$ cat src/rtl/homeDisplay_defs.svh
`ifndef HOME_DISPLAY_DEFS_SVH
`define HOME_DISPLAY_DEFS_SVH

`define SCREEN_WIDTH  160 // pixels per row
`define SCREEN_HEIGHT 120 // rows
`define X_BITS        8
`define Y_BITS        7
`define COLOUR_BITS   3   // one bit each for r, g, b

`define TILE_SIDE     4   // tiles are square
`define TILE_X_BASE   16  // x origin of room 0
`define TILE_X_STEP   28  // x distance between neighbouring rooms
`define TILE_Y_LIGHT  40  // light tiles sit in the upper band
`define TILE_Y_DOOR   72  // door tiles sit in the lower band
`define ROOM_COUNT    5

`define ADDR_BITS     16
`define CMD_ADDR      16'h0000
`define STATUS_ADDR   16'h0004 // bit 0 is busy

`endif

$ cat src/rtl/displayPkg.sv
`default_nettype none

`include "homeDisplay_defs.svh"

package displayPkg;

	typedef logic [`X_BITS-1:0] xCoord; // 0 to 159
	typedef logic [`Y_BITS-1:0] yCoord; // 0 to 119

	// linear pixel address, y times the row length plus x
	typedef logic [$clog2(`SCREEN_WIDTH * `SCREEN_HEIGHT)-1:0] pixelIndex;

	typedef enum logic [`COLOUR_BITS-1:0] {
		BLACK  = 3'd0, // cleared screen
		YELLOW = 3'd6, // light or door on
		WHITE  = 3'd7  // light or door off
	} colourT;

	typedef enum logic [1:0] {
		IDLE, // waiting for a start pulse
		RUN,  // requesting pixel writes
		DONE  // one cycle, drives the done pulse
	} engineState;

endpackage

`default_nettype wire

$ cat src/rtl/pixelArbiter.sv
`default_nettype none

module pixelArbiter
	import displayPkg::*;
(
	input  logic   clearReq,
	input  logic   drawReq,
	input  logic   readReq,
	input  xCoord  clearX,
	input  xCoord  drawX,
	input  xCoord  readX,
	input  yCoord  clearY,
	input  yCoord  drawY,
	input  yCoord  readY,
	input  colourT drawColour,
	output logic   clearGrant,
	output logic   drawGrant,
	output logic   readGrant,
	output xCoord  memX,
	output yCoord  memY,
	output colourT memColour,
	output logic   memWrite
);
	// fixed priority, clearer over drawer over reader
	assign clearGrant = clearReq;
	assign drawGrant = drawReq & ~clearReq;
	assign readGrant = readReq & ~clearReq & ~drawReq;
	assign memWrite = clearReq | drawReq; // only the engines write

	always_comb begin
		if (clearReq) begin
			memX = clearX;
			memY = clearY;
			memColour = BLACK; // clearer has no colour of its own
		end else if (drawReq) begin
			memX = drawX;
			memY = drawY;
			memColour = drawColour;
		end else begin
			memX = readX; // idle cycles also present the reader address
			memY = readY;
			memColour = BLACK;
		end
	end

endmodule

`default_nettype wire

$ cat config.mk
export PLATFORM = sky130hd
export DESIGN_NAME = pixelArbiter
export DESIGN_NICKNAME = d
export VERILOG_FILES = /design/src/rtl/displayPkg.sv /design/src/rtl/pixelArbiter.sv
export VERILOG_INCLUDE_DIRS = /design/src /design/src/rtl
export SDC_FILE = /design/constraint.sdc
export NUM_CORES = 1
export LEC_CHECK = 0
export ABC_AREA = 0
export ABC_CLOCK_PERIOD_IN_PS = 800
export BUFFER_PORTS_ARGS = -buffer_cell sky130_fd_sc_hd__buf_2
export CORE_MARGIN = 4
export CORE_UTILIZATION = 27
export DETAILED_ROUTE_END_ITERATION = 8
export GPL_ROUTABILITY_DRIVEN = 0
export MAX_ROUTING_LAYER = met4
export PLACE_DENSITY = 0.9
export SYNTH_ARGS = -nofsm -noshare
export SYNTH_HDL_FRONTEND = slang
export SYNTH_SLANG_ARGS = --single-unit
$ cat constraint.sdc
create_clock -name vclk -period 0.8
set_input_delay 0.04 -clock vclk [all_inputs]
set_output_delay 0.04 -clock vclk [all_outputs]
set_load 0.01 [all_outputs]
==> impl_results.md <==
* Switching Fraction at between 40 and 50%
* Post-DP HPWL at 1340 µm
* Netlist Area Pre-Place at ~370 µm²
* Buffers & Inverters on Critical Path at 2
* Setup-failing EPs final at 0
* Crit path kind: input port to primary output
* Flop pwr share at 0%
* Share of cells above drive strength 1 at 59.1%
* Commonest non-fill, non-tap cells in the layout: buf_2, mux2i_1, nand2_1
* Power Density at between 500 and 600 nW/µm²
* Critical path's slowest cell: mux2i_1
* Worst path cell trace: buf_6, mux2i_1, o21ai_1, buf_2
* Max-cap viol count at 0
* Final min period at a little over 0.7 ns
* Outcome: completed
* Inst Count DP at between 100 and 150
* Vias post-DR at about 630
* Die W at 45.2 µm
* Worst setup SP type: input port
* Relative slew slack at roughly nine tenths
* Synth Net Count at between 100 and 150
* Worst IR Drop VDD at roughly 230 µV
* Setup TNS Final at 0 ns
* Yosys warns at 0
* CP max stage delay at 0.23 ns
* DRC viols at 0
* Die ar. at roughly 2000 µm²
* Initial DRT Pass Iterations at 4
* Number of DRC markers in iteration 0 at 5
* Worst Hold Class: input port to primary output
* GRT Util Overall at 14.2%
* Tcrit/Tclk final at approximately 90%
* Final Slew Violations at 0
* CP top delay family: buffers and inverters
* Worst setup EP type: primary output
* First-pass GRT wire length at between 2000 and 2500 µm
* Peak Freq at about 1400 MHz
* Worst Tran Pin Value at 0.154 ns
* CP Max Fanout at 17
* Leakage at roughly 0.47 nW
* Area grow syn2layout at 94.3%
* # diodes at 0
* Syn Area/Cell at around 6.5 µm²
* Row cnt at 13
* Wire per inst at between 10 and 15 µm
* Grt total ovfl at 0
* Most common cell after layout, fill and taps aside: buf_2
* Post-synth cell types at 14
* Internal power at between 200 and 250 µW
* Tot Pwr at approximately 400 µW
* Antenna Violating Nets Remaining at 0
* Starting Density at between 20 and 30%
* Final core occ at between 50% and 60%
* Sw Pwr at around 180 µW
* Non-Filler Instances at approximately 140
* Io pins at 73
* Worst path arrival time at between 0.6 and 0.7 ns
* Critical Path RT at 0.76 ns
* Fin. Hold Viols at 0
* Unrepaired setup endpoints after global routing: no
* Core Footprint at 1300 µm²
* Final WL at roughly 1500 µm
* Mapped Cells at 58
* Post-CTS Setup Inserts at 0
* Combinational power share at 100.0%
* Final nets at 180
* Die Y at 45.2 µm
* Clk network pwr share at 0%
* Sequential area share after synthesis at 0%
* Largest net degree at the start of global routing at 18
* Layout clock buffer count at 0
* Vias per cell at ~4.5
* Register area at 0 µm²
* Seq_cells at 0
* Port Buffers at between 70 and 80
* Vias in the first global route at approximately 630
* Initial antenna violation count at 0
path summary, 6_finish.rpt:
kind | start | end | depth (start not counted)
worst max-delay path | drawReq | memX[1] | 4
worst min-delay path | drawColour[1] | memColour[1] | 3
area by class of cell:
class,count,area [µm²]
Timing Repair Buffer,75,387
Inverter,1,3.75
Fill cell,142,574
Tap cell,15,18.8
Multi-Input combinational cell,51,318
cell families (layout without fill, tap and decap cells):
kind of cell,Yosys count,in the layout,share of synthesized area (%)
simple gates,21,21,24.7
compound gates,15,15,20.1
mux,15,15,40.1
buf+inv,7,76,15.0
layer usage:
layer / vias to the layer above / GRT usage [%] / routed length [µm]
met4: 0 / 4.68 / 11
met1: 261 / 12.7 / 472
li1: 335 / - / -
met2: 35 / 29.7 / 853
met3: 2 / 1.20 / 167
met5: - / - / 0
power by group through the flow:
stage | clock network [mW] | registers, mW | logic (mW)
2_1_floorplan | 0 | 0 | 0.203
3_3_place_gp | 0 | 0 | 0.384
3_5_place_dp | 0 | 0 | 0.399
4_1_cts | 0 | 0 | 0.403
5_1_grt | 0 | 0 | 0.442
6_report | 0 | 0 | 0.398
stage by stage:
step	instance area (µm²)	hold slack (ns)	worst slack, ns
after floorplan	374	0.167	0.143
after global placement	721	0.366	-0.104
after detailed placement	721	0.370	-0.144
after CTS	727	0.371	0.0741
after global routing	727	0.383	0.0295
final	727	0.367	0.0785
synth_stat cells (all sizes together):
library cell	instances	area [µm²]
or2	1	6.26
mux2i	15	150
nand2	15	56.3
clkbuf	1	3.75
o21ai	15	75.1
buf	5	48.8
and2	3	18.8
and2b	1	7.51
inv	1	3.75
nor2	1	3.75
timing repair:
item	CTS	global route
hold endpoints to repair	0	0
hold buffers	0	0
setup endpoints to repair	20	0
gates resized for setup	2	0
Note: power is estimated with default switching activity, not from simulation.
