## config.mk

```make
export PLATFORM = sky130hd
export DESIGN_NAME = apbCommandRegs
export DESIGN_NICKNAME = d
export VERILOG_FILES = /design/src/rtl/displayPkg.sv /design/src/rtl/controlPkg.sv /design/src/rtl/apbCommandRegs.sv
export VERILOG_INCLUDE_DIRS = /design/src /design/src/rtl
export SDC_FILE = /design/constraint.sdc
export NUM_CORES = 1
export LEC_CHECK = 0
export BUFFER_PORTS_ARGS = -buffer_cell sky130_fd_sc_hd__buf_2
export CAP_MARGIN = 20
export CORE_UTILIZATION = 25
export DETAILED_ROUTE_END_ITERATION = 16
export PLACE_DENSITY = 0.67
export SETUP_SLACK_MARGIN = 0.05
export SYNTH_ARGS = -nofsm -noshare
export SYNTH_HDL_FRONTEND = slang
export SYNTH_SLANG_ARGS = --single-unit
```

## constraint.sdc

```tcl
create_clock -name clock -period 1.9 [get_ports clock]
set_input_delay 0.38 -clock clock [delete_from_list [all_inputs] [get_ports clock]]
set_output_delay 0.38 -clock clock [all_outputs]
set_load 0.01 [all_outputs]
```

## src/rtl/homeDisplay_defs.svh

```systemverilog
`ifndef HOME_DISPLAY_DEFS_SVH
`define HOME_DISPLAY_DEFS_SVH

`define SCREEN_WIDTH  160 // pixels per row
`define SCREEN_HEIGHT 120 // rows
`define X_BITS        8
`define Y_BITS        7
`define COLOUR_BITS   3   // one bit each for r, g, b

`define TILE_SIDE     4   // tiles are square
`define TILE_X_BASE   16  // x origin of room 0
`define TILE_X_STEP   28  // x distance between neighbouring rooms
`define TILE_Y_LIGHT  40  // light tiles sit in the upper band
`define TILE_Y_DOOR   72  // door tiles sit in the lower band
`define ROOM_COUNT    5

`define ADDR_BITS     16
`define CMD_ADDR      16'h0000
`define STATUS_ADDR   16'h0004 // bit 0 is busy

`endif

```

## src/rtl/displayPkg.sv

```systemverilog
`default_nettype none

`include "homeDisplay_defs.svh"

package displayPkg;

	typedef logic [`X_BITS-1:0] xCoord; // 0 to 159
	typedef logic [`Y_BITS-1:0] yCoord; // 0 to 119

	// linear pixel address, y times the row length plus x
	typedef logic [$clog2(`SCREEN_WIDTH * `SCREEN_HEIGHT)-1:0] pixelIndex;

	typedef enum logic [`COLOUR_BITS-1:0] {
		BLACK  = 3'd0, // cleared screen
		YELLOW = 3'd6, // light or door on
		WHITE  = 3'd7  // light or door off
	} colourT;

	typedef enum logic [1:0] {
		IDLE, // waiting for a start pulse
		RUN,  // requesting pixel writes
		DONE  // one cycle, drives the done pulse
	} engineState;

endpackage

`default_nettype wire

```

## src/rtl/controlPkg.sv

```systemverilog
`default_nettype none

package controlPkg;

	typedef enum logic [1:0] {
		NOP          = 2'd0, // rejected with an error
		DRAW_TILE    = 2'd1,
		CLEAR_SCREEN = 2'd2  // 3 is undefined and rejected too
	} opcodeT;

	typedef logic [2:0] roomT; // only 0 to 4 are real rooms

	typedef enum logic {
		DOOR  = 1'b0,
		LIGHT = 1'b1
	} functionT;

	// layout of a word written to the command register
	typedef struct packed {
		logic [31:10] unused;
		opcodeT       opcode;   // bits 9:8
		logic [7:5]   reserved;
		logic         on;       // bit 4, yellow when set
		functionT     func;     // bit 3
		roomT         room;     // bits 2:0
	} commandT;

endpackage

`default_nettype wire

```

## src/rtl/apbCommandRegs.sv

```systemverilog
`default_nettype none

`include "homeDisplay_defs.svh"

module apbCommandRegs
	import displayPkg::*;
	import controlPkg::*;
(
	input  logic                  clock,
	input  logic                  reset,
	input  logic                  psel,
	input  logic                  penable,
	input  logic                  pwrite,
	input  logic [`ADDR_BITS-1:0] paddr,
	input  logic [31:0]           pwdata,
	output logic [31:0]           prdata,
	output logic                  pready,
	output logic                  pslverr,
	input  logic                  drawDone,
	input  logic                  clearDone,
	input  logic                  readGrant,
	input  colourT                readData,
	output logic                  drawStart,
	output logic                  clearStart,
	output logic                  readReq,
	output roomT                  room,
	output functionT              func,
	output logic                  on,
	output xCoord                 readX,
	output yCoord                 readY
);
	commandT command;
	logic    access;     // apb access phase
	logic    cmdWrite;
	logic    statusRead;
	logic    pixelRead;  // any read with the top address bit set
	logic    cmdBad;     // bad opcode or room out of range
	logic    accept;     // command write that completes this cycle
	logic    busy;       // an engine is running
	logic    readDone;   // frame buffer data is on readData

	assign access = psel & penable;
	assign command = commandT'(pwdata);
	assign cmdWrite = pwrite & (paddr == `CMD_ADDR);
	assign statusRead = ~pwrite & (paddr == `STATUS_ADDR);
	assign pixelRead = ~pwrite & paddr[`ADDR_BITS-1];
	assign cmdBad = !(command.opcode inside {DRAW_TILE, CLEAR_SCREEN})
		|| (command.room >= `ROOM_COUNT);
	assign accept = access & cmdWrite & ~busy; // stalls while an engine runs

	assign readReq = access & pixelRead & ~readDone; // held until granted
	assign readX = paddr[`X_BITS-1:0];
	assign readY = paddr[8 +: `Y_BITS];

	always_comb begin
		pready = 1'b0;
		pslverr = 1'b0;
		prdata = '0;
		if (access) begin
			if (cmdWrite) begin
				pready = ~busy;
				pslverr = ~busy & cmdBad;
			end else if (statusRead) begin
				pready = 1'b1;
				prdata = {31'b0, busy};
			end else if (pixelRead) begin
				pready = readDone; // one cycle after the grant
				prdata = {{(32 - `COLOUR_BITS){1'b0}}, readData};
			end else begin
				pready = 1'b1; // unmapped address or wrong direction
				pslverr = 1'b1;
			end
		end
	end

	always_ff @(posedge clock) begin
		if (reset) begin
			busy <= 1'b0;
			drawStart <= 1'b0;
			clearStart <= 1'b0;
			readDone <= 1'b0;
		end else begin
			drawStart <= accept & ~cmdBad & (command.opcode == DRAW_TILE); // one cycle pulse
			clearStart <= accept & ~cmdBad & (command.opcode == CLEAR_SCREEN);
			if (accept & ~cmdBad)
				busy <= 1'b1;
			else if (drawDone | clearDone)
				busy <= 1'b0;
			readDone <= readGrant | (readDone & ~pready); // drops as the read ends
		end
	end

	always_ff @(posedge clock) begin
		if (accept) begin // tile fields for the drawer
			room <= command.room;
			func <= command.func;
			on <= command.on;
		end
	end

endmodule

`default_nettype wire

```

==> run_results.csv <==
group,metric,value,unit
outcome,run_status,"finished clean",
placement,dp_cells,186,
global_route,gr-total-overflow,0,
synthesis,avgSynthCellArea,9.10,sq um
worst_hold_path,holdCritStartpoint,"pwdata[4]",
sta,hold_viol,0,
worst_hold_path,hold_end,"on",
placement,post_dp_cell_area,0.00101,sq mm
global_route,antenna_found_initial,0,
clocking,htree_levels,1,
power,pwr_density_cell,455,mW/mm^2
synthesis,synthCells,95,
global_route,grt_max_degree,7,
synthesis,synth_area_leader_cell,"buf_4",
synthesis,ys_warn_count,0,
flow_run,max_cap_violations,0,
cells_and_area,nFillCells,354,
synthesis,yosysSeqAreaShare,26.6,%
clocking,worst_skew_pair.late_latency,260,ps
clocking,cts_tree,"yes",
cells_and_area,finalNetCount,209,
sta,fmax,0.551,GHz
synthesis,syn_area,865,sq um
critical_path,reg2reg_depth,3,
critical_path,end_kind,"output port",
floorplanning,die-height,60.8,um
floorplanning,dieArea,0.00370,sq mm
cells_and_area,drive_gt1_share,50.3,%
floorplanning,start_util,27.2,%
global_route,grt_use_total,7.99,%
route,final_antenna_net_count,0,
clocking,cts_buffers,3,
critical_path,cp_cell_sequence,"buf_2 > nor4_4 > and4_1 > a32oi_1 > nor3_1 > buf_2",
route,via_count,703,
critical_path,start_kind,"primary input",
critical_path,cpPeakStageDelay,290,ps
critical_path,cpMostUsedCell,"buf_2",
route,drtPass1Iterations,3,
cells_and_area,stdcell_count,191,
critical_path,r2r-start,"busy",
sta,fin_crit,1810,ps
cells_and_area,area_delta_synth_final,24.5,%
cells_and_area,design_area,0.00108,sq mm
route,drtIter0Drc,16,
worst_hold_path,hold_path.class,"primary input to flip-flop",
power,report.power.total,0.490,mW
clocking,cts_root_buf,"clkbuf_4",
synthesis,yosys.area.top_type_share,38.2,%
synthesis,ys_ff_latch,9,
route,wire_per_inst,8.12,um
placement,port_buffers,61,
synthesis,ys_top_cells_by_area,"buf_4, edfxtp_1, dfxtp_1",
synthesis,ys_types,25,
critical_path,worstPathMaxFanout,2,
sta,clock_skew,6.05,ps
sta,finalSetupViolations,0,
floorplanning,coreArea,0.00318,sq mm
cells_and_area,insertedDiodeCount,0,
power,vdd_drop_max,141,uV
critical_path,crit_slowest_cell,"nor4_4",
floorplanning,row_count,20,
critical_path,arrival,1430,ps
sta,fin_setup_tns,0,ps
floorplanning,die_x,60.8,um
global_route,grt_pass1_wl,2.17,mm
route,routed_wl,1.55,mm
critical_path,path_class,"primary input to output port",
power,power_leakage,0.563,nW
global_route,grt_pass1_vias,550,
clocking,hold_buffers,0,
clocking,clock_path_buffers,2,
clocking,clock_sink_count,9,
critical_path,critPathRequiredTime,1520,ps
floorplanning,io_pins,116,
worst_hold_path,hold_depth,1,
cells_and_area,multiInputGateArea,404,sq um
critical_path,rr_endpoint,"on",
cells_and_area,ff_latch_area,230,sq um
placement,dp_hpwl,1.40,mm
sta,grt_setup_unrepaired,"true",
sta,finalCritPeriodShare,95.5,%
route,route.detailed.drc,0,
sta,finalMaxSlewViolations,0,
route,vias_per_cell,3.68,
clocking,clk_pin_slew,60,ps
placement,globalplace.congestion,0.707,
critical_path,r2r_slack,630,ps
## worst max-delay path by stage
stage	startpoint	endpoint	slack, ps
after global routing	paddr[1]	prdata[0]	7
final	paddr[1]	prdata[0]	90
after detailed placement	paddr[3]	prdata[0]	30
after floorplan	paddr[3]	prdata[0]	240
after CTS	paddr[7]	prdata[0]	40
after global placement	paddr[3]	prdata[0]	50
## cell usage after synthesis (all sizes together)
master,number
a211oi,2
nand4,1
nand2b,2
inv,5
a32oi,1
buf,44
edfxtp,5
and4,3
nor4,5
a21oi,2
and2,2
nor2,2
or3,1
nand2,2
or2,1
nor2b,2
ha,2
or4,1
dfxtp,4
conb,1
nor3,3
o21ai,3
nor3b,1
## placed cells by master, fill, tap and decap left out, drive strengths merged, types with 3 or more instances in the layout
cell type / instances
nor4: 5
buf: 64
nor3: 3
inv: 5
clkbuf: 3
and4: 3
o21ai: 3
edfxtp: 5
dfxtp: 4
conb: 29
## layout make-up
| cell class | instances | share of cell area [%] |
|---|---|---|
| tap | 44 | 5.12 |
| inverter | 5 | 1.74 |
| timing repair buffer | 64 | 31.6 |
| clock inverter | 1 | 0.465 |
| sequential | 9 | 21.4 |
| clock buffer | 3 | 2.09 |
| multi-input combinational | 65 | 37.6 |
## cell families after synthesis
family	share of synthesized area, %
compound gates	5.64
fa+ha+maj	2.89
buf+inv	40.4
flops	26.6
other cells	0.434
simple gates	24.0
## repair_timing
action | CTS | global route
endpoints found under the setup margin | 1 | 3
pin swaps | 2 | 1
buffers inserted | 1 | 0
gates resized for setup | 1 | 5
cloned | 0 | 0
## routing by layer
metal	routed length [um]	GRT usage (%)	share of wire (%)
met1	552	7.68	36
met2	830	15.2	54
met3	150	2.56	9.7
met4	17	3.90	1.1
met5	0	0	0
## where the power goes
group / switching, mW / internal, mW / total, mW
clock: 0.0692 / 0.0776 / 0.147
sequential: 0.00111 / 0.207 / 0.208
combinational: 0.0819 / 0.0531 / 0.135
## registers in the layout, indices dropped and copies added, names as in the netlist
name	flops
room	3
readDone	1
func	1
drawStart	1
clearStart	1
on	1
busy	1
## critical path, delay by kind of cell
family / cells / cell delay [ps]
AOI/OAI and AO/OA: 1 / 100
buffers and inverters: 2 / 280
and+or+nand+nor: 3 / 680
## per-stage QoR
step | utilization (%) | setup slack (ps) | hold WS (ps)
floorplan | - | 242 | 479
global placement | 31.9 | 52.8 | 559
detailed placement | 31.9 | 28.5 | 563
CTS | 33.3 | 37.4 | 298
global route | 33.9 | 6.51 | 282
finish | 33.9 | 85.2 | 299
No activity file was read; power rests on OpenSTA's default activity.
