[config.mk]
export PLATFORM = sky130hd
export DESIGN_NAME = screenClearer
export DESIGN_NICKNAME = d
export VERILOG_FILES = /design/src/rtl/displayPkg.sv /design/src/rtl/screenClearer.sv
export VERILOG_INCLUDE_DIRS = /design/src /design/src/rtl
export SDC_FILE = /design/constraint.sdc
export NUM_CORES = 1
export LEC_CHECK = 0
export ABC_AREA = 0
export BUFFER_PORTS_ARGS = -buffer_cell sky130_fd_sc_hd__buf_4
export CAP_MARGIN = 20
export CORE_ASPECT_RATIO = 0.9
export CORE_MARGIN = 1
export CORE_UTILIZATION = 56
export CTS_CLUSTER_DIAMETER = 60
export DETAILED_ROUTE_END_ITERATION = 8
export GPL_TIMING_DRIVEN = 0
export PLACE_DENSITY_LB_ADDON = 0.25
export SLEW_MARGIN = 5
export SYNTH_ARGS = -nofsm -noshare
export SYNTH_HDL_FRONTEND = slang
export SYNTH_SLANG_ARGS = --single-unit
[constraint.sdc]
create_clock -name clock -period 2.8 [get_ports clock]
set_input_delay 0.14 -clock clock [delete_from_list [all_inputs] [get_ports clock]]
set_output_delay 0.14 -clock clock [all_outputs]
set_load 0.05 [all_outputs]
[src/rtl/homeDisplay_defs.svh]
`ifndef HOME_DISPLAY_DEFS_SVH
`define HOME_DISPLAY_DEFS_SVH

`define SCREEN_WIDTH  160 // pixels per row
`define SCREEN_HEIGHT 120 // rows
`define X_BITS        8
`define Y_BITS        7
`define COLOUR_BITS   3   // one bit each for r, g, b

`define TILE_SIDE     4   // tiles are square
`define TILE_X_BASE   16  // x origin of room 0
`define TILE_X_STEP   28  // x distance between neighbouring rooms
`define TILE_Y_LIGHT  40  // light tiles sit in the upper band
`define TILE_Y_DOOR   72  // door tiles sit in the lower band
`define ROOM_COUNT    5

`define ADDR_BITS     16
`define CMD_ADDR      16'h0000
`define STATUS_ADDR   16'h0004 // bit 0 is busy

`endif

[src/rtl/displayPkg.sv]
`default_nettype none

`include "homeDisplay_defs.svh"

package displayPkg;

	typedef logic [`X_BITS-1:0] xCoord; // 0 to 159
	typedef logic [`Y_BITS-1:0] yCoord; // 0 to 119

	// linear pixel address, y times the row length plus x
	typedef logic [$clog2(`SCREEN_WIDTH * `SCREEN_HEIGHT)-1:0] pixelIndex;

	typedef enum logic [`COLOUR_BITS-1:0] {
		BLACK  = 3'd0, // cleared screen
		YELLOW = 3'd6, // light or door on
		WHITE  = 3'd7  // light or door off
	} colourT;

	typedef enum logic [1:0] {
		IDLE, // waiting for a start pulse
		RUN,  // requesting pixel writes
		DONE  // one cycle, drives the done pulse
	} engineState;

endpackage

`default_nettype wire

[src/rtl/screenClearer.sv]
`default_nettype none

`include "homeDisplay_defs.svh"

module screenClearer
	import displayPkg::*;
(
	input  logic  clock,
	input  logic  reset,
	input  logic  clearStart,
	input  logic  grant,
	output logic  req,
	output xCoord x,
	output yCoord y,
	output logic  done
);
	engineState state;

	always_ff @(posedge clock) begin
		if (reset) begin
			state <= IDLE;
			x <= '0;
			y <= '0;
		end else begin
			case (state)
				IDLE: if (clearStart) begin
					state <= RUN;
					x <= '0; // sweep starts top left
					y <= '0;
				end
				RUN: if (grant) begin
					if (x == xCoord'(`SCREEN_WIDTH - 1)) begin // end of row
						x <= '0;
						if (y == yCoord'(`SCREEN_HEIGHT - 1))
							state <= DONE; // last pixel written
						else
							y <= y + 1'b1;
					end else
						x <= x + 1'b1;
				end
				DONE: state <= IDLE;
				default: state <= IDLE;
			endcase
		end
	end

	assign req = (state == RUN); // colour is black, supplied by the arbiter
	assign done = (state == DONE);

endmodule

`default_nettype wire

==> results.json, run 1 <==
{
  "max_freq_mhz": 578,
  "cts_hold_buf": 0,
  "synth_top_area_share": 0.357,
  "required_ns": 3.01,
  "min_period_ns": 1.73,
  "powerDensity_nw_per_um2": 382,
  "grt-ovfl-total": 0,
  "avgSynthCellArea_um2": 8.90,
  "regArea_um2": 340,
  "drive_gt1_frac": 0.246,
  "numCtsBuffers": 3,
  "final_max_slew_viol_count": 0,
  "relSlewSlack": 0.682,
  "crit_arrival_ns": 1.94,
  "synthArstFlopShare": 0,
  "rrSetupSlack_ns": 1.07,
  "critPathKind": "register to register",
  "grt_max_degree": 11,
  "hpwl_mm": 1.52,
  "port_buffers": 19,
  "drt_pass1_iterations": 4,
  "synth-seq-cells": 17,
  "final_area_um2": 1150,
  "setup_violations": 0,
  "place.gp.congestion": 0.786,
  "maxCapViolCount": 0,
  "fp.dieH_um": 41.1,
  "htreeDepth": 1,
  "crit_path_max_fanout": 6,
  "synthTopCellsByArea": "dfxtp_1 (36%), xnor2_1 (5.5%), mux2i_1 (5.3%)",
  "syn_area_um2": 952,
  "leakage_nw": 0.463,
  "cts_resized": 0,
  "initial_core_util": 0.629,
  "final_nets": 137,
  "multi_input_area_um2": 592,
  "seq_area_frac_synth": 0.357,
  "ant_nets": 0,
  "clock-sinks": 17,
  "die_x_um": 45.5,
  "finalPower_mw": 0.438,
  "cts_tree": "done",
  "grt_pass1_wl_mm": 3.04,
  "synth_warnings": 0,
  "clk_pin_slew_ns": 0.10,
  "place_area_um2": 1120,
  "holdWs_ns": 0.149,
  "r2r_cells": 6,
  "startpoint_type": "register",
  "grt_setup_unrepaired": "no",
  "grt_pass1_vias": 658,
  "tightest_slew_ns": 0.477,
  "tns_ns": 0,
  "outcome": "finished clean",
  "reg2reg_to": "y[0]",
  "fin_crit_sh": 0.618,
  "min_path_type": "input port to register",
  "synth_top_area_cell": "dfxtp_1",
  "vias_per_cell": 5.79,
  "nFillCells": 116,
  "peakVddDrop_v": 0.000296,
  "syn_to_final_growth_pct": 20.6,
  "clock_skew_ns": 0.00261,
  "critPathCapture": "y[0]",
  "synth-edff-count": 0,
  "drtIter0Drc": 34,
  "vias": 880,
  "clockBufferDepth": 2,
  "postCtsSetupBuffers": 0,
  "timing_hold_violations_final": 0,
  "ios": 21,
  "finalWirelength_mm": 2.10,
  "endpoint_kind": "register",
  "synth_ff_type": "dfxtp_1",
  "yosysUniqueCellTypes": 38,
  "core_area_um2": 1510,
  "clockRootBuffer": "clkbuf_4",
  "worst_slack_ns": 1.07,
  "pre_cts_ws_ns": 1.09,
  "antenna_cells": 0,
  "grt_usage": 0.239,
  "post_synth_inst_count": 107,
  "wl_per_cell_um": 13.8,
  "worstSkewPairLatency_ns": 0.30,
  "critPathLaunch": "y[0]",
  "die-area_um2": 1870,
  "synth.net_count": 113,
  "num_rows": 13,
  "r2r-start": "y[0]",
  "drcViolationCount": 0,
  "antenna_found_initial": 0
}
-- sequential cells by signal (all words and copies together) (netlist names) --
signal / flops
x: 8
y: 7
state: 2
-- Yosys cell counts, drive strengths merged, types with 2 or more instances --
| cell type | n |
|---|---|
| nand4b | 2 |
| nor2b | 4 |
| nor2 | 11 |
| nand4 | 6 |
| and3 | 4 |
| buf | 2 |
| dfxtp | 17 |
| nor3 | 3 |
| nand2 | 10 |
| nor4b | 2 |
| mux2i | 6 |
| clkbuf | 2 |
| or3b | 2 |
| nand3 | 5 |
| ha | 2 |
| or2 | 6 |
| a21oi | 3 |
| and2 | 2 |
| xnor2 | 6 |
| o21ai | 3 |
-- metrics by stage --
step / utilization / cells
floorplan: - / 107
global placement: 0.742 / 148
detailed placement: 0.742 / 148
CTS: 0.759 / 152
global route: 0.759 / 152
finish: 0.759 / 152
-- layout make-up --
class	instances	share of cell area
multi-input combinational	86	0.515
sequential	17	0.296
timing repair buffer	19	0.124
tap	22	0.0240
clock buffer	4	0.0229
buffer	4	0.0174
-- per-layer routing --
metal,wire (µm),global-route usage,part of all wire,vias to the layer above
li1,-,-,-,431
met1,1020,0.321,0.49,418
met2,920,0.354,0.44,27
met3,119,0.0793,0.057,4
met4,30,0.0909,0.014,0
met5,0,0,0,-
-- how the worst min path moves through the flow --
stage / slack (ns) / start / endpoint / cells after the start
3_5_place_dp: 0.47 / clearStart / state[0] / 3
5_1_grt: 0.14 / clearStart / state[0] / 3
4_1_cts: 0.15 / clearStart / state[0] / 3
3_3_place_gp: 0.46 / clearStart / state[0] / 3
6_report: 0.15 / clearStart / state[0] / 3
2_1_floorplan: 0.31 / clearStart / state[0] / 2
-- placed cells by master, fill, tap and decap left out, types with 3 or more instances in the layout --
master	synthesis	layout
nand4_1	6	6
nor2b_1	4	4
mux2i_1	5	5
clkbuf_4	0	3
clkbuf_1	2	3
xnor2_1	6	6
nand2_1	10	10
nand3_1	5	5
or2_1	6	6
a21oi_1	3	3
nor2_1	9	9
buf_4	1	20
and3_1	3	3
dfxtp_1	17	17
-- power breakdown --
part | total (mW) | internal, mW | switching [mW]
sequential | 0.247 | 0.245 | 0.00271
combinational | 0.0562 | 0.0198 | 0.0364
clock | 0.135 | 0.0556 | 0.0792
total | 0.438 | 0.320 | 0.118
-- cells by family (layout without fill, tap and decap cells) --
group | Yosys count | after routing | share of synthesized area
XOR/XNOR | 6 | 6 | 0.0552
adder cells (fa/ha/maj) | 2 | 2 | 0.0263
AND/OR/NAND/NOR | 61 | 61 | 0.389
buffers and inverters | 4 | 27 | 0.0210
flip-flops | 17 | 17 | 0.357
multiplexers | 6 | 6 | 0.0762
AO/OA/AOI/OAI | 11 | 11 | 0.0749
-- critical path: stages, from the launching register on --
cell,delay [ns]
dfxtp_1,0.42
ha_1,0.21
nand2_1,0.07
or4b_1,0.46
buf_2,0.17
a31oi_1,0.15
o21ba_1,0.16
(Power assumes the default switching activity.)
==> run 2: changes to the inputs <==
--- a/config.mk
+++ b/config.mk
@@ -11,7 +11,7 @@
 export CAP_MARGIN = 20
 export CORE_ASPECT_RATIO = 0.9
 export CORE_MARGIN = 1
-export CORE_UTILIZATION = 56
+export CORE_UTILIZATION = 47
 export CTS_CLUSTER_DIAMETER = 60
 export DETAILED_ROUTE_END_ITERATION = 8
 export GPL_TIMING_DRIVEN = 0
==> constraint.sdc (replaced) <==
create_clock -name clock -period 1.4 [get_ports clock]
set_input_delay 0.07 -clock clock [delete_from_list [all_inputs] [get_ports clock]]
set_output_delay 0.07 -clock clock [all_outputs]
set_load 0.05 [all_outputs]
==> run 2 against run 1 <==
The flow now finishes with violations (negative setup slack); die area up 18%; first-iteration DRC count up 15%; critical path depth unchanged; sequential power up 99%; hold slack better by 0.022 ns; clock power up 100%; sequential cell count unchanged; critical endpoint unchanged.
==> results.json, run 2 (synthesis results as in run 1) <==
{
  "outcome": "complete, but fails checks",
  "violations": "negative setup slack",
  "top_regs": "x (8), y (7), state (2)",
  "crit_path_max_fanout": 6,
  "startpoint_type": "register",
  "nFillCells": 122,
  "peakVddDrop_v": 0.000554,
  "ios": 21,
  "worstSkewPairLatency_ns": 0.30,
  "die-area_um2": 2210,
  "largest_reg_flops": 8,
  "r2r-start": "y[0]",
  "cts_tree": "done",
  "setup_violations": 11,
  "clock-sinks": 17,
  "core_area_um2": 1910,
  "initial_core_util": 0.497,
  "place_area_um2": 1170,
  "internal-power_mw": 0.685,
  "drt_pass1_iterations": 4,
  "cts_hold_buf": 0,
  "required_ns": 1.59,
  "timing_hold_violations_final": 0,
  "hold-path-cell-count": 3,
  "wl_per_cell_um": 17.0,
  "antenna_found_initial": 0,
  "clock_skew_ns": 0.0117,
  "grt_max_degree": 11,
  "mostFrequentLayoutCell": "buf_4",
  "powerDensity_nw_per_um2": 624,
  "critPathKind": "register to register",
  "switchingPower_mw": 0.279,
  "antenna_cells": 0,
  "drtIter0Drc": 39,
  "place.gp.congestion": 0.855,
  "clockBufferDepth": 2,
  "min-delay-start": "grant",
  "finalWirelength_mm": 3.00,
  "tightest_slew_ns": 0.505,
  "grt-ovfl-total": 0,
  "grt_usage": 0.236,
  "die_x_um": 49.4,
  "port_buffers": 19,
  "min_path_type": "input port to register",
  "grt_pass1_wl_mm": 3.97,
  "clockPowerShare": 0.284,
  "min_period_ns": 1.64,
  "switching_share": 0.289,
  "holdPathEnd": "state[0]",
  "final_max_slew_viol_count": 0,
  "leakage_nw": 0.618,
  "max_freq_mhz": 608,
  "ant_nets": 0,
  "clk_pin_slew_ns": 0.11,
  "maxCapViolCount": 0,
  "worst_slack_ns": -0.244,
  "grt_pass1_vias": 865,
  "drcViolationCount": 0,
  "hpwl_mm": 1.46,
  "top_register": "x",
  "drive_gt1_frac": 0.570,
  "final_cell_mix": "buf_4 (35), dfxtp_2 (11), nand2_1 (9)",
  "r2r_cells": 6,
  "vias": 1032,
  "grt_setup_unrepaired": "yes",
  "relSlewSlack": 0.659,
  "numCtsBuffers": 3,
  "crit_arrival_ns": 1.83,
  "htreeDepth": 1,
  "final_nets": 158,
  "final_area_um2": 1540,
  "vias_per_cell": 5.86,
  "fp.dieH_um": 44.7,
  "num_rows": 15,
  "clockRootBuffer": "clkbuf_4",
  "pwr-share-seq": 0.510,
  "rrSetupSlack_ns": -0.24,
  "syn_to_final_growth_pct": 62.2,
  "fin_crit_sh": 1.17,
  "holdWs_ns": 0.171,
  "reg2reg_to": "y[0]",
  "power_frac_comb": 0.206,
  "endpoint_kind": "register",
  "final_core_util": 0.807
}
-- run 2: cell count changes in the layout (fill, tap and decap cells not counted), moves of 3 or more --
cell     before  now
dfxtp_2       0   11
nor3_4        0    3
buf_6         0    3
dfxtp_1      17    4
buf_4        20   35
nor2_4        1    5
-- run 2: worst max path at each step --
| stage | from | endpoint |
|---|---|---|
| floorplan | y[1] | y[0] |
| global placement | y[1] | y[0] |
| detailed placement | y[1] | y[0] |
| CTS | y[1] | y[3] |
| global route | y[0] | state[0] |
| finish | y[0] | y[0] |
-- run 2: layout make-up --
| type | count | area [µm²] | area share |
|---|---|---|---|
| Clock buffer | 3 | 22.5 | 0.0146 |
| Clock inverter | 1 | 5.00 | 0.00324 |
| Buffer | 4 | 46.3 | 0.0300 |
| Sequential cell | 17 | 362 | 0.234 |
| Multi-Input combinational cell | 88 | 768 | 0.498 |
| Timing Repair Buffer | 38 | 309 | 0.200 |
| Tap cell | 25 | 31.3 | 0.0203 |
-- run 2: worst max-delay path: stages (launching register included) --
cell,delay [ns]
dfxtp_4,0.37
ha_4,0.14
nand2_2,0.06
or4b_4,0.48
buf_6,0.15
a31oi_1,0.17
o21ba_1,0.17
-- run 2: metrics by stage --
| step | setup slack (ns) | TNS [ns] | power, mW | instances |
|---|---|---|---|---|
| final | -0.244 | -1.38 | 0.964 | 176 |
| after global routing | -0.332 | -2.19 | 0.995 | 176 |
| after floorplan | -0.217 | -2.32 | 0.586 | 107 |
| after detailed placement | -0.199 | -1.62 | 0.615 | 151 |
| after CTS | -0.206 | -0.745 | 0.911 | 163 |
| after global placement | -0.152 | -1.44 | 0.614 | 151 |
-- run 2: power groups by stage --
stage                     clock, mW  sequential (mW)  combinational, mW
after floorplan                   0            0.515             0.0710
after global placement            0            0.502              0.112
after detailed placement          0            0.502              0.113
after CTS                     0.276            0.491              0.144
after global routing          0.293            0.492              0.209
final                         0.274            0.491              0.198
-- run 2: per-layer routing --
metal / global-route usage / vias up / routed length, µm
li1: - / 479 / -
met1: 0.315 / 502 / 1310
met2: 0.389 / 41 / 1480
met3: 0.0438 / 10 / 145
met4: 0.0857 / 0 / 66
met5: 0 / - / 0
-- run 2: timing repair --
| action | 4_1_cts | 5_1_grt |
|---|---|---|
| cloned | 1 | 1 |
| pin swaps | 5 | 15 |
| gates resized for setup | 15 | 26 |
| endpoints found under the setup margin | 19 | 17 |
| setup buffers | 7 | 12 |
